--- src/rxdp_mode_pkg.sv ---
/*
 * RX datapath adapter mode definitions
 * Transfer-mode encodings, marker-bit select width and the
 * word alignment lock patterns for half and quarter rate
 */
package rxdp_mode_pkg;

   // ************************************************
   // Transfer modes
   // ************************************************
   typedef enum logic [1:0] {
      FIFO_1X = 2'b00,   // Full rate, one word per entry
      FIFO_2X = 2'b01,   // Half rate, two beats per entry
      FIFO_4X = 2'b10,   // Quarter rate, four beats per entry
      REG_MOD = 2'b11    // Register mode, same as full rate
   } fifo_mode_e;

   // ************************************************
   // Word alignment
   // ************************************************
   // Marker select covers word bits 79..76 and 39
   localparam int MK_WIDTH = 5;

   localparam int HIST_LEN = 12;  // Marker history depth

   // Newest marker in bit 0
   localparam logic [HIST_LEN-1:0] LOCK_PAT_4X = 12'h111;  // Every fourth beat
   localparam logic [5:0]          LOCK_PAT_2X = 6'h15;    // Every second beat

endpackage

--- src/rxdp_fifo_pkg.sv ---
/*
 * RX datapath adapter FIFO geometry
 * Word and entry widths, depth and the shared entry count type
 */
package rxdp_fifo_pkg;

   // ************************************************
   // Widths
   // ************************************************
   localparam int DWIDTH = 80;          // Incoming word, one quarter of an entry
   localparam int HWIDTH = 40;          // Gen1 half-rate half word
   localparam int EWIDTH = 4 * DWIDTH;  // Packed entry, 320 bits

   // ************************************************
   // Depth
   // ************************************************
   localparam int AWIDTH = 4;
   localparam int DEPTH  = 1 << AWIDTH;  // 16 entries

   // Entry count, wraps past DEPTH-1
   typedef logic [AWIDTH-1:0] count_t;

endpackage

--- src/rxdp_word_packer.sv ---
/*
 * RX adapter word packer
 * Beat counter and entry assembly for full, half and quarter rate,
 * with the FIFO write strobe one cycle after the last beat
 */
`timescale 1ns/1ns

module rxdp_word_packer
   import rxdp_mode_pkg::*;
   import rxdp_fifo_pkg::*;
(
   input  logic              wr_clk,
   input  logic              wr_rst_n,
   input  logic              wr_en,         // Beat valid
   input  logic [DWIDTH-1:0] wr_data,
   input  fifo_mode_e        r_fifo_mode,
   input  logic              r_wa_en,       // Word alignment enable
   input  logic              m_gen2_mode,   // Gen2 when high, else Gen1
   output logic              fifo_wr_en,    // Entry write strobe
   output logic [EWIDTH-1:0] fifo_wr_data   // Packed entry
);

   logic [1:0]        wr_cnt;               // Beat position in group
   logic [DWIDTH-1:0] wd0, wd1, wd2, wd3;   // Entry words, no reset
   logic              last_beat;

   // Last beat of each group
   always_comb begin
      case (r_fifo_mode)
         FIFO_4X: last_beat = (wr_cnt == 2'd3);
         FIFO_2X: last_beat = wr_cnt[0];
         default: last_beat = 1'b1;        // 1x and register mode
      endcase
   end

   // ************************************************
   // Beat counter and write strobe
   // ************************************************
   always_ff @(posedge wr_clk) begin
      if (!wr_rst_n) begin
         wr_cnt     <= 2'd0;
         fifo_wr_en <= 1'b0;
      end else begin
         if (r_wa_en && wr_en) begin
            wr_cnt <= wr_cnt + 2'd1;        // Counts only with alignment on
         end
         fifo_wr_en <= wr_en && last_beat;
      end
   end

   // ************************************************
   // Entry assembly
   // ************************************************
   always_ff @(posedge wr_clk) begin
      if (wr_en) begin
         case (r_fifo_mode)
            FIFO_4X: begin
               case (wr_cnt)
                  2'd0: wd0 <= wr_data;
                  2'd1: wd1 <= wr_data;
                  2'd2: wd2 <= wr_data;
                  default: wd3 <= wr_data;
               endcase
            end
            FIFO_2X: begin
               if (m_gen2_mode) begin
                  if (wr_cnt[0]) wd1 <= wr_data;  // Second beat
                  else wd0 <= wr_data;
               end else if (wr_cnt[0]) begin
                  wd0[DWIDTH-1:HWIDTH] <= wr_data[HWIDTH-1:0];  // Gen1 high half
               end else begin
                  wd0[HWIDTH-1:0] <= wr_data[HWIDTH-1:0];
               end
            end
            default: begin
               wd0 <= wr_data;
               wd1 <= '0;
               wd2 <= '0;
               wd3 <= '0;
            end
         endcase
      end
   end

   assign fifo_wr_data = {wd3, wd2, wd1, wd0};  // Word 0 in the low bits

endmodule

--- config.mk ---
export PLATFORM = sky130hd
export DESIGN_NAME = rxdp_word_packer
export DESIGN_NICKNAME = d
export VERILOG_FILES = /design/src/rxdp_mode_pkg.sv /design/src/rxdp_fifo_pkg.sv /design/src/rxdp_word_packer.sv
export SDC_FILE = /design/constraint.sdc
export NUM_CORES = 1
export LEC_CHECK = 0
export BUFFER_PORTS_ARGS = -buffer_cell sky130_fd_sc_hd__buf_2
export CAP_MARGIN = 10
export CORE_AREA = 2 2 157 159
export CTS_BUF_LIST = sky130_fd_sc_hd__clkbuf_8
export CTS_CLUSTER_DIAMETER = 30
export DETAILED_ROUTE_END_ITERATION = 10
export DIE_AREA = 0 0 159 161
export GPL_ROUTABILITY_DRIVEN = 0
export PLACE_DENSITY = 0.78
export SYNTH_ARGS = -nofsm -noshare
export SYNTH_HDL_FRONTEND = slang
export SYNTH_SLANG_ARGS = --single-unit
--- constraint.sdc ---
create_clock -name wr_clk -period 26.2 [get_ports wr_clk]
set_input_delay 2.62 -clock wr_clk [delete_from_list [all_inputs] [get_ports wr_clk]]
set_output_delay 2.62 -clock wr_clk [all_outputs]
set_load 0.02 [all_outputs]
* After elaboration in Yosys (flattened, before gate mapping)
Cells that the tools add are included.
** Storage, ports and cells
- Register bits :: 323
- Word-level logic and storage cells :: 47
- Bits of input ports :: 87
- Output and inout port bits :: 321
** Cells by class
- Add/sub/neg operators :: 1
- Bitwise logic cells :: 1
- Multiplexer cells :: 15
- Reduce and logical (&&, ||, !) cells :: 9
- Equal/unequal tests :: 14
** Operator list (count)
- $mux 80 :: 8
- $pmux 80 s2 :: 4
- $mux 40 :: 2
- $reduce_and 3->1 :: 3
- $ne 2x2->1 const B :: 4
- $reduce_and 4->1 :: 2
- $eq 2x2->1 const B :: 3
- $ne 2x1->1 const B :: 3
- $ne 3x3->1 const B :: 2
- $eq 2x1->1 const B :: 2
- $reduce_or 3->1 :: 1
- $add 2x1->2 const B :: 1
- $logic_and 1x1->1 :: 2
- $logic_not 2->1 :: 1
- $pmux 1 s2 :: 1
- $not 1->1 :: 1

* Logic depth before layout (Yosys ltp)
Gate-level depths: netlist (run 1).
- Depth after elaboration :: 4
- Mapped depth :: 5
- Depth with buffers taken out :: 4

* Worst setup path after synthesis (run 1)
Ideal clock, no wire load.
- Path type :: input port to flip-flop
- Start :: in r_fifo_mode[0]
- End :: reg wd1[0] (enable)
- Library setup time :: 0.943 ns
- Buffers on the path :: 1
- Arrival time :: 15.500 ns
- Slack :: 9.757 ns
- Required time :: 25.257 ns
- Stages :: 5
- Cell sequence :: inv_1 > ha_1 > clkbuf_1 > nor2b_1 > a2111oi_0
** On the way
- Word-level cells in the longest chain between the ends :: 3
- Elaborated cells on any way between the ends :: 6
- Classes of those cells :: 5 x eq/ne; 1 x reduce/logical
** RTL lines
- start: declaration :: RTL line rxdp_word_packer.sv:16 : input fifo_mode_e r_fifo_mode,
- $eq 2x2->1 / $eq 2x1->1 (equally long branches) :: RTL line rxdp_word_packer.sv:56 : case (r_fifo_mode)
- $ne 2x1->1 (no source line) / $ne 2x2->1 (equally long branches)
- $reduce_and 4->1 (no source line) (*)
- end signal: assignment :: RTL line rxdp_word_packer.sv:60 : 2'd1: wd1 <= wr_data;
- end signal: assignment :: RTL line rxdp_word_packer.sv:67 : if (wr_cnt[0]) wd1 <= wr_data;
- end: declaration :: RTL line rxdp_word_packer.sv:24 : logic [DWIDTH-1:0] wd0, wd1, wd2, wd3;
Mark *: on every way between the ends. The rest lies on a longest branch, timed or not.
A chain may end at the register's enable or synchronous reset.

* Worst setup path after layout (run 1)
- Start :: in r_fifo_mode[0]
- End :: reg wd1[57] (enable)
Same word-level chain as after synthesis.

==> impl_results.html, run 1 <==
<table>
<tr><th>Metric</th><th>Value</th></tr>
<tr><th colspan="2">Run status</th></tr>
<tr><td>Result of the run</td><td>finished clean</td></tr>
<tr><th colspan="2">Logic synthesis</th></tr>
<tr><td>Most used DFF post-synth</td><td>sky130_fd_sc_hd__edfxtp_1</td></tr>
<tr><td>Post-synth design cell area</td><td>11670 µm²</td></tr>
<tr><td>#FFs+latches synth</td><td>323</td></tr>
<tr><td>Mapped Cells</td><td>582</td></tr>
<tr><td>YS warnings</td><td>0</td></tr>
<tr><td>Share of synthesized area occupied by flip-flops and latches</td><td>0.8287</td></tr>
<tr><td>Synthesized Nets</td><td>678</td></tr>
<tr><td>Post-synth EDFFs</td><td>320</td></tr>
<tr><td>Post-synth cell types</td><td>23</td></tr>
<tr><td>Synthesized area per cell</td><td>20.05 µm²</td></tr>
<tr><td>Async set-reset flop share out of synthesis</td><td>0</td></tr>
<tr><th colspan="2">Floorplanning</th></tr>
<tr><td>Height of the die</td><td>161 µm</td></tr>
<tr><td>Area of the die</td><td>25600 µm²</td></tr>
<tr><td>Starting density of the core</td><td>0.4869</td></tr>
<tr><td>DIE WIDTH</td><td>159 µm</td></tr>
<tr><td>Total core area</td><td>23960 µm²</td></tr>
<tr><td>FP Rows</td><td>57</td></tr>
<tr><td>Boundary pin count</td><td>408</td></tr>
<tr><th colspan="2">STA</th></tr>
<tr><td>Unrepaired setup endpoints after global routing</td><td>no</td></tr>
<tr><td>Achievable Freq</td><td>226.1 MHz</td></tr>
<tr><td>Count of final setup violators</td><td>0</td></tr>
<tr><td>Clock Skew</td><td>18.28 ps</td></tr>
<tr><td>Fin. max-slew vios</td><td>0</td></tr>
<tr><td>Sum of negative setup slack</td><td>0 ps</td></tr>
<tr><td>Share of the cycle needed by the critical path after routing</td><td>0.1688</td></tr>
<tr><td>Worst slew pin tran</td><td>1078 ps</td></tr>
<tr><td>Count of final hold-check violations</td><td>0</td></tr>
<tr><td>Worst max-slew margin expressed relative to the limit</td><td>0.2810</td></tr>
<tr><td>Fin crit period</td><td>4422 ps</td></tr>
<tr><th colspan="2">Placement</th></tr>
<tr><td>Placed wire-length estimate after detailed placement</td><td>17960 µm</td></tr>
<tr><td>Number of I/O port buffers</td><td>407</td></tr>
<tr><th colspan="2">Min path</th></tr>
<tr><td>Type of the most critical hold path</td><td>reg -&gt; reg</td></tr>
<tr><td>Count of cells along the worst hold path</td><td>2</td></tr>
<tr><th colspan="2">Critical path</th></tr>
<tr><td>Launch point of the critical path</td><td>r_fifo_mode[0]</td></tr>
<tr><td>List of cells traversed by the critical path</td><td>buf_2 &gt; inv_1 &gt; ha_4 &gt; nor2b_1 &gt; a2111oi_2 &gt; buf_4</td></tr>
<tr><td>Required time of the worst setup path</td><td>26370 ps</td></tr>
<tr><td>Type of the setup path with the least slack</td><td>in -&gt; reg</td></tr>
<tr><td>Startpoint of the lowest-slack register-to-register path</td><td>wr_cnt[0]$_SDFFE_PN0P_</td></tr>
<tr><td>CP startpoint kind</td><td>input port</td></tr>
<tr><td>Worst Path Max Fanout</td><td>81</td></tr>
<tr><td>Depth of the worst register-to-register path</td><td>3</td></tr>
<tr><td>Critical register-to-register path endpoint</td><td>wd1[57]$_SDFFCE_PN0P_</td></tr>
<tr><td>Critical Path Max Stage Delay</td><td>870 ps</td></tr>
<tr><td>Termination of the worst setup path</td><td>wd1[57]$_SDFFCE_PN0P_</td></tr>
<tr><td>Slowest CP cell</td><td>sky130_fd_sc_hd__buf_4</td></tr>
<tr><td>Reg-to-reg slack, setup</td><td>23810 ps</td></tr>
<tr><td>CP arrival</td><td>4590 ps</td></tr>
<tr><td>Endpoint class of the critical path</td><td>flop</td></tr>
<tr><th colspan="2">Global route</th></tr>
<tr><td>Initial antenna violation count</td><td>1</td></tr>
<tr><td>Total congestion overflow</td><td>0</td></tr>
<tr><td>Pin count of the biggest net entering global routing</td><td>82</td></tr>
<tr><td>Vias in the first global route</td><td>7024</td></tr>
<tr><td>Global-route wire length before repair</td><td>40340 µm</td></tr>
<tr><td>Aggregate global-route resource usage</td><td>0.2074</td></tr>
<tr><th colspan="2">Drt</th></tr>
<tr><td>Final antenna-violating net count</td><td>0</td></tr>
<tr><td>WL final</td><td>27290 µm</td></tr>
<tr><td>Number of search-and-repair iterations in the first detailed-routing pass</td><td>4</td></tr>
<tr><td>Vias per std cell</td><td>4.769</td></tr>
<tr><td>Vias after detailed routing</td><td>6700</td></tr>
<tr><td>DRC violation total after the first TritonRoute iteration</td><td>379</td></tr>
<tr><td>Total DRC errors in the routed layout</td><td>0</td></tr>
<tr><td>Average routed wire per standard cell</td><td>19.42 µm</td></tr>
<tr><th colspan="2">Clock tree</th></tr>
<tr><td>Number of cells upsized or downsized after cts</td><td>0</td></tr>
<tr><td>Postcts setup bufs</td><td>0</td></tr>
<tr><td>Count of clock tree sinks</td><td>323</td></tr>
<tr><td>Clock insertion delay at the later pin of the skew report</td><td>560 ps</td></tr>
<tr><td>Number of buffers on the longest clock path</td><td>3</td></tr>
<tr><td>Count of hold-fix buffers inserted at cts</td><td>0</td></tr>
<tr><td>Clock H-tree levels</td><td>2</td></tr>
<tr><td>Number of clock buffers inserted by TritonCTS</td><td>57</td></tr>
<tr><td>Master cell of the clock root buffer</td><td>sky130_fd_sc_hd__clkbuf_8</td></tr>
<tr><td>Clock-pin slew on the worst setup and hold paths</td><td>60 ps</td></tr>
<tr><td>TritonCTS clock tree</td><td>done</td></tr>
<tr><th colspan="2">Power</th></tr>
<tr><td>Power density over cell area</td><td>81.21 nW/µm²</td></tr>
<tr><td>Leakage power of the design</td><td>6.503 nW</td></tr>
<tr><td>Peak supply drop</td><td>0.05288 mV</td></tr>
<tr><td>Pwr Total</td><td>0.001252 W</td></tr>
<tr><th colspan="2">Layout</th></tr>
<tr><td>Fraction of final layout cells with drive strength greater than 1</td><td>0.5083</td></tr>
<tr><td>Fin util</td><td>0.6433</td></tr>
<tr><td># nets final</td><td>1129</td></tr>
<tr><td>Growth of design area from synthesis to finish</td><td>32.11%</td></tr>
<tr><td>Number of filler instances in the final layout</td><td>1747</td></tr>
<tr><th colspan="2">Job</th></tr>
<tr><td>Count of maximum capacitance violations</td><td>0</td></tr>
</table>
## synthesized netlist by cell type (2+ instances only)
master	count	share of area
sky130_fd_sc_hd__a21bo_2	2	0.0017
sky130_fd_sc_hd__a21oi_1	4	0.0017
sky130_fd_sc_hd__and2_1	80	0.043
sky130_fd_sc_hd__buf_6	4	0.0039
sky130_fd_sc_hd__clkbuf_1	17	0.0055
sky130_fd_sc_hd__dfxtp_1	3	0.0051
sky130_fd_sc_hd__edfxtp_1	320	0.82
sky130_fd_sc_hd__ha_1	9	0.0097
sky130_fd_sc_hd__inv_1	8	0.0026
sky130_fd_sc_hd__mux2_4	40	0.051
sky130_fd_sc_hd__nor2b_1	83	0.044
## stage by stage
stage | setup slack [ps] | std cells | hold slack [ps] | area (µm²)
CTS | 21780 | 1404 | 667.2 | 15410
finish | 21780 | 1405 | 671.3 | 15420
detailed placement | 21190 | 1298 | 654.8 | 14110
global route | 21620 | 1405 | 686.7 | 15420
global placement | 21230 | 1298 | 642.4 | 14110
floorplan | 9757 | 582 | 601.6 | 11670
## area by class of cell
type | count | area, µm² | area share
clock inverters | 47 | 491.7 | 0.03190
well taps | 324 | 405.4 | 0.02630
repair buffers | 414 | 2090 | 0.1355
diodes | 1 | 2.502 | 0.0001623
flip-flops and latches | 323 | 9669 | 0.6272
multi-input cells | 229 | 1916 | 0.1243
clock buffers | 59 | 812.0 | 0.05267
inverters | 8 | 30.03 | 0.001948
## metal layers
metal	vias up	track usage	wire length, µm
li1	3063	-	-
met1	3240	0.2499	10290
met2	360	0.3621	14090
met3	37	0.06292	2434
met4	0	0.06322	474
met5	-	0	0
## worst max-delay path: cells and delay by family
family / cells / cell delay [ps]
and+or+nand+nor: 1 / 250
AOI/OAI and AO/OA: 1 / 200
buffers and inverters: 3 / 1050
adders and majority gates: 1 / 390
## worst min-delay path by stage
| stage | from | endpoint | slack (ps) |
|---|---|---|---|
| floorplan | wr_cnt[1]$_SDFFE_PN0P_ | wr_cnt[1]$_SDFFE_PN0P_ | 600 |
| global placement | wr_cnt[1]$_SDFFE_PN0P_ | wr_cnt[1]$_SDFFE_PN0P_ | 640 |
| detailed placement | wr_cnt[1]$_SDFFE_PN0P_ | wr_cnt[1]$_SDFFE_PN0P_ | 650 |
| CTS | wr_cnt[1]$_SDFFE_PN0P_ | wr_cnt[1]$_SDFFE_PN0P_ | 670 |
| global route | wr_cnt[1]$_SDFFE_PN0P_ | wr_cnt[1]$_SDFFE_PN0P_ | 690 |
| finish | wr_cnt[1]$_SDFFE_PN0P_ | wr_cnt[1]$_SDFFE_PN0P_ | 670 |
## cells by family (layout without fill, tap and decap cells)
group           Yosys count  after routing  share of synthesized area
buf+inv                  30            528                    0.01233
simple gates            171            171                    0.09232
other cells               0              1                          0
mux                      40             40                    0.05147
flops                   323            323                     0.8287
compound gates            9              9                   0.005576
fa+ha+maj                 9              9                   0.009651
## where the power goes
part / switching, W / internal [W]
sequential: 0.00000748 / 0.000605
clock: 0.000204 / 0.000312
combinational: 0.0000849 / 0.0000385
total: 0.000297 / 0.000955
## placed cells by master (no fill, tap or decap)
cell type	synthesis	layout
sky130_fd_sc_hd__a2111oi_2	0	1
sky130_fd_sc_hd__a211oi_4	0	1
sky130_fd_sc_hd__a21bo_2	2	2
sky130_fd_sc_hd__a21oi_1	4	2
sky130_fd_sc_hd__a21oi_4	0	2
sky130_fd_sc_hd__a221oi_1	1	1
sky130_fd_sc_hd__and2_1	80	80
sky130_fd_sc_hd__and3_1	1	1
sky130_fd_sc_hd__buf_2	1	407
sky130_fd_sc_hd__buf_4	0	7
sky130_fd_sc_hd__bufinv_16	0	10
sky130_fd_sc_hd__clkbuf_8	0	59
sky130_fd_sc_hd__clkinv_1	0	12
sky130_fd_sc_hd__clkinv_2	0	7
sky130_fd_sc_hd__clkinv_4	0	3
sky130_fd_sc_hd__clkinvlp_4	0	5
sky130_fd_sc_hd__dfxtp_1	3	3
sky130_fd_sc_hd__diode_2	0	1
sky130_fd_sc_hd__edfxtp_1	320	320
sky130_fd_sc_hd__ha_1	9	8
sky130_fd_sc_hd__ha_4	0	1
sky130_fd_sc_hd__inv_1	8	16
sky130_fd_sc_hd__inv_6	0	2
sky130_fd_sc_hd__mux2_4	40	40
sky130_fd_sc_hd__nand2b_1	1	1
sky130_fd_sc_hd__nand2b_4	1	1
sky130_fd_sc_hd__nand3_1	1	1
sky130_fd_sc_hd__nand3b_1	1	1
sky130_fd_sc_hd__nor2b_1	83	83
sky130_fd_sc_hd__nor3_1	1	1
sky130_fd_sc_hd__nor3b_1	1	1
sky130_fd_sc_hd__nor4_2	0	1
## flip-flops by register name, summed over array words and instances, names as in the netlist
signal      count
fifo_wr_en      1
wd0            80
wd1            80
wd2            80
wd3            80
wr_cnt          2
(Power assumes the default switching activity.)
==> run 2: changes to the inputs <==
--- a/config.mk
+++ b/config.mk
@@ -5,13 +5,14 @@
 export SDC_FILE = /design/constraint.sdc
 export NUM_CORES = 1
 export LEC_CHECK = 0
+export ABC_AREA = 1
 export BUFFER_PORTS_ARGS = -buffer_cell sky130_fd_sc_hd__buf_2
 export CAP_MARGIN = 10
-export CORE_AREA = 2 2 157 159
+export CORE_AREA = 2 2 159 161
 export CTS_BUF_LIST = sky130_fd_sc_hd__clkbuf_8
 export CTS_CLUSTER_DIAMETER = 30
 export DETAILED_ROUTE_END_ITERATION = 10
-export DIE_AREA = 0 0 159 161
+export DIE_AREA = 0 0 161 163
 export GPL_ROUTABILITY_DRIVEN = 0
 export PLACE_DENSITY = 0.78
 export SYNTH_ARGS = -nofsm -noshare
==> constraint.sdc (replaced) <==
create_clock -name wr_clk -period 4.3 [get_ports wr_clk]
set_input_delay 0.43 -clock wr_clk [delete_from_list [all_inputs] [get_ports wr_clk]]
set_output_delay 0.43 -clock wr_clk [all_outputs]
set_load 0.02 [all_outputs]
==> run 2 against run 1 <==
  * Sequential cell count stayed put
  * Utilization decreased by 1.8 points
  * Global-route usage up 0.69 points
  * First-iteration DRC count grew 47%
  * Sequential share of layout area is 0.10 points lower
  * Non-clock buffer count is 1 lower
  * Largest cell class unchanged
  * Combinational power grew to 6.3 times the previous value
  * Cell area increased by 0.16%
==> impl_results.html, run 2 <==
<table>
<tr><th>Metric</th><th>Value</th></tr>
<tr><th colspan="2">Logic synthesis</th></tr>
<tr><td>#FFs+latches synth</td><td>323</td></tr>
<tr><td>Synthesized area per cell</td><td>14.79 µm²</td></tr>
<tr><td>Cell with the most instances after synthesis</td><td>sky130_fd_sc_hd__edfxtp_1</td></tr>
<tr><td>Simple logic cell fraction of the synthesized area</td><td>0.07246</td></tr>
<tr><td>Synthesized Nets</td><td>897</td></tr>
<tr><td>Mapped Cells</td><td>801</td></tr>
<tr><td>Multiplexer fraction of the synthesized cell area</td><td>0</td></tr>
<tr><td>Most used DFF post-synth</td><td>sky130_fd_sc_hd__edfxtp_1</td></tr>
<tr><td>Portion of synthesized cell area occupied by the leading cell type</td><td>0.8112</td></tr>
<tr><td>Fraction of the mapped netlist area in compound gates</td><td>0.03169</td></tr>
<tr><td>Post-synth design cell area</td><td>11850 µm²</td></tr>
<tr><td>Dominant combinational cell family by area after synthesis</td><td>simple AND/OR/NAND/NOR gates</td></tr>
<tr><td>Most area-consuming cells after synthesis</td><td>sky130_fd_sc_hd__edfxtp_1 (81%), sky130_fd_sc_hd__inv_1 (5.5%), sky130_fd_sc_hd__nand2_1 (4.2%), sky130_fd_sc_hd__o21ai_2 (3.0%), sky130_fd_sc_hd__nor2_1 (2.7%)</td></tr>
<tr><td>YS warnings</td><td>0</td></tr>
<tr><td>Xor and xnor fraction of the mapped netlist area</td><td>0</td></tr>
<tr><td>Adder and majority cell fraction of the synthesized area</td><td>0.009507</td></tr>
<tr><td>Post-synth EDFFs</td><td>320</td></tr>
<tr><td>Post-synth top area cell</td><td>sky130_fd_sc_hd__edfxtp_1</td></tr>
<tr><td>Most frequent cells after synthesis</td><td>sky130_fd_sc_hd__edfxtp_1 (320), sky130_fd_sc_hd__inv_1 (172), sky130_fd_sc_hd__nand2_1 (134), sky130_fd_sc_hd__nor2_1 (86), sky130_fd_sc_hd__o21ai_2 (40)</td></tr>
<tr><td>Async set-reset flop share out of synthesis</td><td>0</td></tr>
<tr><td>Post-synth cell types</td><td>15</td></tr>
<tr><td>Share of synthesized area occupied by flip-flops and latches</td><td>0.8163</td></tr>
<tr><th colspan="2">Clock tree</th></tr>
<tr><td>Clock-pin slew on the worst setup and hold paths</td><td>60 ps</td></tr>
<tr><td>Number of clock buffers inserted by TritonCTS</td><td>59</td></tr>
<tr><td>Number of buffers on the longest clock path</td><td>3</td></tr>
<tr><td>Postcts setup bufs</td><td>0</td></tr>
<tr><td>Count of hold-fix buffers inserted at cts</td><td>0</td></tr>
<tr><td>Number of cells upsized or downsized after cts</td><td>0</td></tr>
<tr><td>Master cell of the clock root buffer</td><td>sky130_fd_sc_hd__clkbuf_8</td></tr>
<tr><td>Clock insertion delay at the later pin of the skew report</td><td>570 ps</td></tr>
<tr><td>Count of clock tree sinks</td><td>323</td></tr>
<tr><td>Clock H-tree levels</td><td>2</td></tr>
<tr><td>TritonCTS clock tree</td><td>done</td></tr>
<tr><th colspan="2">Drt</th></tr>
<tr><td>Final antenna-violating net count</td><td>0</td></tr>
<tr><td>WL final</td><td>28780 µm</td></tr>
<tr><td>Vias per std cell</td><td>4.631</td></tr>
<tr><td>Vias after detailed routing</td><td>7544</td></tr>
<tr><td>DRC violation total after the first TritonRoute iteration</td><td>557</td></tr>
<tr><td>Average routed wire per standard cell</td><td>17.67 µm</td></tr>
<tr><td>Total DRC errors in the routed layout</td><td>0</td></tr>
<tr><td>Number of search-and-repair iterations in the first detailed-routing pass</td><td>5</td></tr>
<tr><th colspan="2">STA</th></tr>
<tr><td>Achievable Freq</td><td>449.1 MHz</td></tr>
<tr><td>Clock Skew</td><td>25.50 ps</td></tr>
<tr><td>Crit path setup slack, layout</td><td>2073 ps</td></tr>
<tr><td>Fin. max-slew vios</td><td>0</td></tr>
<tr><td>Sum of negative setup slack</td><td>0 ps</td></tr>
<tr><td>Unrepaired setup endpoints after global routing</td><td>no</td></tr>
<tr><td>Share of the cycle needed by the critical path after routing</td><td>0.5179</td></tr>
<tr><td>Worst slew pin tran</td><td>1195 ps</td></tr>
<tr><td>Fin crit period</td><td>2227 ps</td></tr>
<tr><td>Count of final setup violators</td><td>0</td></tr>
<tr><td>Count of final hold-check violations</td><td>0</td></tr>
<tr><td>Worst max-slew margin expressed relative to the limit</td><td>0.2035</td></tr>
<tr><th colspan="2">Global route</th></tr>
<tr><td>Global-route wire length before repair</td><td>42610 µm</td></tr>
<tr><td>Total congestion overflow</td><td>0</td></tr>
<tr><td>Pin count of the biggest net entering global routing</td><td>82</td></tr>
<tr><td>Vias in the first global route</td><td>7710</td></tr>
<tr><td>Initial antenna violation count</td><td>4</td></tr>
<tr><td>Aggregate global-route resource usage</td><td>0.2143</td></tr>
<tr><th colspan="2">Power</th></tr>
<tr><td>Net switching fraction of the power</td><td>0.2541</td></tr>
<tr><td>Peak supply drop</td><td>0.2961 mV</td></tr>
<tr><td>Leakage power of the design</td><td>7.403 nW</td></tr>
<tr><td>Switching power total</td><td>0.001883 W</td></tr>
<tr><td>Combinational group share of total power</td><td>0.105</td></tr>
<tr><td>Clock network fraction of design power</td><td>0.389</td></tr>
<tr><td>Cell internal power dissipation</td><td>0.005529 W</td></tr>
<tr><td>Power density over cell area</td><td>480.0 nW/µm²</td></tr>
<tr><td>Share of power burned in registers</td><td>0.506</td></tr>
<tr><th colspan="2">Min path</th></tr>
<tr><td>Critical hold path startpoint</td><td>wr_data[32]</td></tr>
<tr><td>Count of cells along the worst hold path</td><td>1</td></tr>
<tr><td>Type of the most critical hold path</td><td>in -&gt; reg</td></tr>
<tr><th colspan="2">Critical path</th></tr>
<tr><td>Required time of the worst setup path</td><td>4470 ps</td></tr>
<tr><td>Worst Path Max Fanout</td><td>80</td></tr>
<tr><td>Type of the setup path with the least slack</td><td>reg -&gt; reg</td></tr>
<tr><td>Depth of the worst register-to-register path</td><td>5</td></tr>
<tr><td>Startpoint of the lowest-slack register-to-register path</td><td>wr_cnt[0]$_SDFFE_PN0P_</td></tr>
<tr><td>CP startpoint kind</td><td>flop</td></tr>
<tr><td>CP arrival</td><td>2400 ps</td></tr>
<tr><td>Launch point of the critical path</td><td>wr_cnt[0]$_SDFFE_PN0P_</td></tr>
<tr><td>Endpoint class of the critical path</td><td>flop</td></tr>
<tr><th colspan="2">Floorplanning</th></tr>
<tr><td>Starting density of the core</td><td>0.4801</td></tr>
<tr><td>Area of the die</td><td>26240 µm²</td></tr>
<tr><td>Total core area</td><td>24670 µm²</td></tr>
<tr><td>Height of the die</td><td>163 µm</td></tr>
<tr><td>DIE WIDTH</td><td>161 µm</td></tr>
<tr><td>Boundary pin count</td><td>408</td></tr>
<tr><td>FP Rows</td><td>58</td></tr>
<tr><th colspan="2">Placement</th></tr>
<tr><td>Placed wire-length estimate after detailed placement</td><td>19350 µm</td></tr>
<tr><td>Number of I/O port buffers</td><td>407</td></tr>
<tr><td>Placed standard-cell area</td><td>14200 µm²</td></tr>
<tr><td>Pre-CTS setup slack</td><td>1762 ps</td></tr>
<tr><th colspan="2">Layout</th></tr>
<tr><td>Number of filler instances in the final layout</td><td>1864</td></tr>
<tr><td>Fraction of final layout cells with drive strength greater than 1</td><td>0.4202</td></tr>
<tr><td>Cell area after layout</td><td>15440 µm²</td></tr>
<tr><td>Fin util</td><td>0.6258</td></tr>
<tr><td># nets final</td><td>1345</td></tr>
<tr><td>Leading cell type in the layout, fill and taps excluded</td><td>sky130_fd_sc_hd__buf_2</td></tr>
<tr><td>Most used cells in the layout excluding fill and tap cells</td><td>sky130_fd_sc_hd__buf_2 (407), sky130_fd_sc_hd__edfxtp_1 (320), sky130_fd_sc_hd__inv_1 (184), sky130_fd_sc_hd__nand2_1 (134), sky130_fd_sc_hd__nor2_1 (84)</td></tr>
<tr><td>Growth of design area from synthesis to finish</td><td>30.36%</td></tr>
<tr><th colspan="2">Run status</th></tr>
<tr><td>Result of the run</td><td>finished clean</td></tr>
<tr><th colspan="2">Job</th></tr>
<tr><td>Count of maximum capacitance violations</td><td>0</td></tr>
</table>
## run 2: critical path: stages (launching register included)
cell	delay, ps
sky130_fd_sc_hd__dfxtp_1	490
sky130_fd_sc_hd__inv_1	130
sky130_fd_sc_hd__nand2_1	70
sky130_fd_sc_hd__o21ai_0	140
sky130_fd_sc_hd__nor2_4	100
sky130_fd_sc_hd__buf_4	840
## run 2: metrics by stage
step	std cells	hold WS (ps)	total power, W
final	1629	65.51	0.007412
after floorplan	801	528.9	0.004276
after global placement	1517	601.1	0.004570
after global routing	1629	29.70	0.007679
after CTS	1626	19.94	0.007471
after detailed placement	1517	607.7	0.004598
## run 2: per-layer routing
metal | vias up | share of wire | global-route usage
met1 | 3568 | 0.37 | 0.2446
li1 | 3538 | - | -
met5 | - | 0.00038 | 0
met4 | 2 | 0.029 | 0.08685
met2 | 372 | 0.52 | 0.3814
met3 | 64 | 0.084 | 0.06061
## run 2: cells by family (layout without fill, tap and decap cells)
logic type / Yosys count / count (layout)
other cells: 0 / 2
flops: 323 / 323
compound gates: 45 / 45
fa+ha+maj: 9 / 9
simple gates: 225 / 225
buf+inv: 199 / 695
## run 2: cell type report
cell class	count	area, µm²	area share
sequential	323	9669	0.6262
clock buffer	60	825.8	0.05348
timing repair buffer	413	2102	0.1361
tap	330	412.9	0.02674
clock inverter	49	379.1	0.02455
antenna	2	5.005	0.0003241
multi-input combinational	279	1398	0.09051
inverter	173	649.4	0.04205
## run 2: worst paths after layout
| path | endpoint | slack (ps) |
|---|---|---|
| setup / recovery | wd1[40]$_SDFFCE_PN0P_ | 2070 |
| hold / removal | wd0[32]$_DFFE_PP_ | 70 |
| setup reg to reg | wd1[40]$_SDFFCE_PN0P_ | 2070 |
| hold reg to reg | wr_cnt[1]$_SDFFE_PN0P_ | 610 |
## run 2: power groups by stage
stage	Sequential (W)	Clock, W	Combinational, W
5_1_grt	0.00376	0.00307	0.000842
3_5_place_dp	0.00381	0	0.000785
2_1_floorplan	0.00406	0	0.000221
3_3_place_gp	0.00381	0	0.000764
4_1_cts	0.00375	0.00293	0.000787
6_report	0.00375	0.00288	0.000781
==> run 3: changes to the inputs <==
--- a/config.mk
+++ b/config.mk
@@ -5,14 +5,14 @@
 export SDC_FILE = /design/constraint.sdc
 export NUM_CORES = 1
 export LEC_CHECK = 0
-export ABC_AREA = 1
+export ABC_AREA = 0
 export BUFFER_PORTS_ARGS = -buffer_cell sky130_fd_sc_hd__buf_2
 export CAP_MARGIN = 10
-export CORE_AREA = 2 2 159 161
+export CORE_AREA = 2 2 158 160
 export CTS_BUF_LIST = sky130_fd_sc_hd__clkbuf_8
 export CTS_CLUSTER_DIAMETER = 30
 export DETAILED_ROUTE_END_ITERATION = 10
-export DIE_AREA = 0 0 161 163
+export DIE_AREA = 0 0 160 162
 export GPL_ROUTABILITY_DRIVEN = 0
 export PLACE_DENSITY = 0.78
 export SYNTH_ARGS = -nofsm -noshare
==> constraint.sdc (replaced) <==
create_clock -name wr_clk -period 2.1 [get_ports wr_clk]
set_input_delay 0.21 -clock wr_clk [delete_from_list [all_inputs] [get_ports wr_clk]]
set_output_delay 0.21 -clock wr_clk [all_outputs]
set_load 0.02 [all_outputs]
==> run 3 against run 2 <==
  * First-iteration DRC count down 26%
  * Highest routed layer is now met4
  * Clock-buffer cell count down 3
  * Critical path type unchanged
  * Clock skew down 2.8 ps
==> impl_results.html, run 3 (synthesis results as in run 1) <==
<table>
<tr><th>Metric</th><th>Value</th></tr>
<tr><th colspan="2">STA</th></tr>
<tr><td>Count of final hold-check violations</td><td>0</td></tr>
<tr><td>Worst hold slack</td><td>51.81 ps</td></tr>
<tr><td>Share of the cycle needed by the critical path after routing</td><td>0.8590</td></tr>
<tr><td>Count of final setup violators</td><td>0</td></tr>
<tr><td>Crit path setup slack, layout</td><td>296.0 ps</td></tr>
<tr><td>Fin crit period</td><td>1804 ps</td></tr>
<tr><td>Clock Skew</td><td>22.74 ps</td></tr>
<tr><td>Worst max-slew margin expressed relative to the limit</td><td>0.4520</td></tr>
<tr><td>Unrepaired setup endpoints after global routing</td><td>no</td></tr>
<tr><td>Worst slew pin tran</td><td>822.0 ps</td></tr>
<tr><td>Fin. max-slew vios</td><td>0</td></tr>
<tr><td>Sum of negative setup slack</td><td>0 ps</td></tr>
<tr><td>Achievable Freq</td><td>554.3 MHz</td></tr>
<tr><th colspan="2">Floorplanning</th></tr>
<tr><td>Height of the die</td><td>162 µm</td></tr>
<tr><td>Area of the die</td><td>25920 µm²</td></tr>
<tr><td>Boundary pin count</td><td>408</td></tr>
<tr><td>DIE WIDTH</td><td>160 µm</td></tr>
<tr><td>Starting density of the core</td><td>0.4841</td></tr>
<tr><td>FP Rows</td><td>57</td></tr>
<tr><td>Total core area</td><td>24110 µm²</td></tr>
<tr><th colspan="2">Power</th></tr>
<tr><td>Cell internal power dissipation</td><td>0.01158 W</td></tr>
<tr><td>Share of power burned in registers</td><td>0.502</td></tr>
<tr><td>Clock network fraction of design power</td><td>0.383</td></tr>
<tr><td>Switching power total</td><td>0.003640 W</td></tr>
<tr><td>Combinational group share of total power</td><td>0.115</td></tr>
<tr><td>Net switching fraction of the power</td><td>0.2392</td></tr>
<tr><td>Peak supply drop</td><td>0.7204 mV</td></tr>
<tr><td>Leakage power of the design</td><td>6.886 nW</td></tr>
<tr><td>Power density over cell area</td><td>929.9 nW/µm²</td></tr>
<tr><th colspan="2">Layout</th></tr>
<tr><td>Fin util</td><td>0.6790</td></tr>
<tr><td>Fraction of final layout cells with drive strength greater than 1</td><td>0.4781</td></tr>
<tr><td>Growth of design area from synthesis to finish</td><td>40.26%</td></tr>
<tr><td>Most used cells in the layout excluding fill and tap cells</td><td>sky130_fd_sc_hd__buf_2 (407), sky130_fd_sc_hd__edfxtp_1 (320), sky130_fd_sc_hd__dlygate4sd3_1 (83), sky130_fd_sc_hd__nor2b_1 (82), sky130_fd_sc_hd__and2_1 (80)</td></tr>
<tr><td>Number of filler instances in the final layout</td><td>1544</td></tr>
<tr><td>Number of antenna repair diodes</td><td>0</td></tr>
<tr><td>Final Instance Count excl. Fillers</td><td>1487</td></tr>
<tr><td>Leading cell type in the layout, fill and taps excluded</td><td>sky130_fd_sc_hd__buf_2</td></tr>
<tr><td># nets final</td><td>1217</td></tr>
<tr><th colspan="2">Clock tree</th></tr>
<tr><td>Master cell of the clock root buffer</td><td>sky130_fd_sc_hd__clkbuf_8</td></tr>
<tr><td>Number of cells upsized or downsized after cts</td><td>0</td></tr>
<tr><td>Number of buffers on the longest clock path</td><td>3</td></tr>
<tr><td>Clock-pin slew on the worst setup and hold paths</td><td>50 ps</td></tr>
<tr><td>TritonCTS clock tree</td><td>done</td></tr>
<tr><td>Count of clock tree sinks</td><td>323</td></tr>
<tr><td>Number of clock buffers inserted by TritonCTS</td><td>56</td></tr>
<tr><td>Postcts setup bufs</td><td>0</td></tr>
<tr><td>Count of hold-fix buffers inserted at cts</td><td>83</td></tr>
<tr><td>Clock H-tree levels</td><td>2</td></tr>
<tr><td>Clock insertion delay at the later pin of the skew report</td><td>560 ps</td></tr>
<tr><th colspan="2">Drt</th></tr>
<tr><td>Vias per std cell</td><td>4.874</td></tr>
<tr><td>Vias after detailed routing</td><td>7247</td></tr>
<tr><td>Number of search-and-repair iterations in the first detailed-routing pass</td><td>5</td></tr>
<tr><td>Final antenna-violating net count</td><td>0</td></tr>
<tr><td>Total DRC errors in the routed layout</td><td>0</td></tr>
<tr><td>WL final</td><td>29580 µm</td></tr>
<tr><td>Average routed wire per standard cell</td><td>19.89 µm</td></tr>
<tr><td>DRC violation total after the first TritonRoute iteration</td><td>413</td></tr>
<tr><th colspan="2">Critical path</th></tr>
<tr><td>Type of the setup path with the least slack</td><td>reg -&gt; reg</td></tr>
<tr><td>Endpoint class of the critical path</td><td>flop</td></tr>
<tr><td>CP arrival</td><td>2020 ps</td></tr>
<tr><td>Worst Path Max Fanout</td><td>40</td></tr>
<tr><td>Required time of the worst setup path</td><td>2320 ps</td></tr>
<tr><td>CP startpoint kind</td><td>flop</td></tr>
<tr><th colspan="2">Global route</th></tr>
<tr><td>Initial antenna violation count</td><td>0</td></tr>
<tr><td>Aggregate global-route resource usage</td><td>0.2222</td></tr>
<tr><td>Vias in the first global route</td><td>7772</td></tr>
<tr><td>Global-route wire length before repair</td><td>43650 µm</td></tr>
<tr><td>Pin count of the biggest net entering global routing</td><td>82</td></tr>
<tr><td>Total congestion overflow</td><td>0</td></tr>
<tr><th colspan="2">Placement</th></tr>
<tr><td>Pre-CTS setup slack</td><td>231.2 ps</td></tr>
<tr><td>Placed wire-length estimate after detailed placement</td><td>18710 µm</td></tr>
<tr><td>Total placed cells including tap cells</td><td>1304</td></tr>
<tr><td>Number of I/O port buffers</td><td>407</td></tr>
<tr><th colspan="2">Min path</th></tr>
<tr><td>Type of the most critical hold path</td><td>in -&gt; reg</td></tr>
<tr><th colspan="2">Job</th></tr>
<tr><td>Count of maximum capacitance violations</td><td>0</td></tr>
<tr><th colspan="2">Run status</th></tr>
<tr><td>Result of the run</td><td>finished clean</td></tr>
</table>
[run 3: cell count changes in the layout (fill, tap and decap cells not counted), sizes merged, moves of 40 or more]
| cell | change |
|---|---|
| nor2b | +83 |
| dlygate4sd3 | +83 |
| nor2 | -86 |
| o21ai | -42 |
| and2 | +80 |
| inv | -167 |
| nand2 | -135 |
| mux2 | +40 |
[run 3: final cells by class]
| type | count | area, µm² | share of cell area |
|---|---|---|---|
| sequential | 323 | 9673 | 0.5910 |
| timing repair buffer | 503 | 3103 | 0.1896 |
| multi-input combinational | 229 | 1974 | 0.1206 |
| clock buffer | 57 | 784.5 | 0.04793 |
| tap | 324 | 405.4 | 0.02477 |
| clock inverter | 43 | 384.1 | 0.02347 |
| inverter | 8 | 42.54 | 0.002599 |
[run 3: worst max-delay path: stages (launching register included)]
cell and delay [ps]:
sky130_fd_sc_hd__dfxtp_1 350, sky130_fd_sc_hd__inv_1 100, sky130_fd_sc_hd__ha_2 200, sky130_fd_sc_hd__nor2b_4 50, sky130_fd_sc_hd__a2111oi_4 460, sky130_fd_sc_hd__buf_12 300
[run 3: path summary, 6_finish.rpt]
kind,slack (ps),from,cells after the start,endpoint
setup reg to reg,300,wr_cnt[1]$_SDFFE_PN0P_,5,wd1[13]$_SDFFCE_PN0P_
setup / recovery,300,wr_cnt[1]$_SDFFE_PN0P_,5,wd1[13]$_SDFFCE_PN0P_
hold / removal,50,wr_data[49],2,wd0[49]$_DFFE_PP_
hold reg to reg,660,wr_cnt[1]$_SDFFE_PN0P_,2,wr_cnt[1]$_SDFFE_PN0P_
[run 3: layer usage]
| metal | part of all wire | GRT usage | vias up |
|---|---|---|---|
| li1 | - | - | 3247 |
| met1 | 0.37 | 0.2555 | 3570 |
| met2 | 0.53 | 0.3998 | 368 |
| met3 | 0.069 | 0.05388 | 62 |
| met4 | 0.030 | 0.09337 | 0 |
| met5 | 0 | 0 | - |
[run 3: through the flow]
step / area, µm² / power [W]
4_1_cts: 16370 / 0.01534
3_3_place_gp: 14370 / 0.009355
2_1_floorplan: 11810 / 0.008696
3_5_place_dp: 14370 / 0.009398
6_report: 16370 / 0.01522
5_1_grt: 16370 / 0.01572
[run 3: power by group through the flow]
stage	registers [W]	clock network (W)	logic [W]
final	0.00764	0.00583	0.00174
after global routing	0.00767	0.00621	0.00184
after CTS	0.00764	0.00595	0.00175
after detailed placement	0.00777	0	0.00163
after global placement	0.00776	0	0.00159
after floorplan	0.00825	0	0.000445
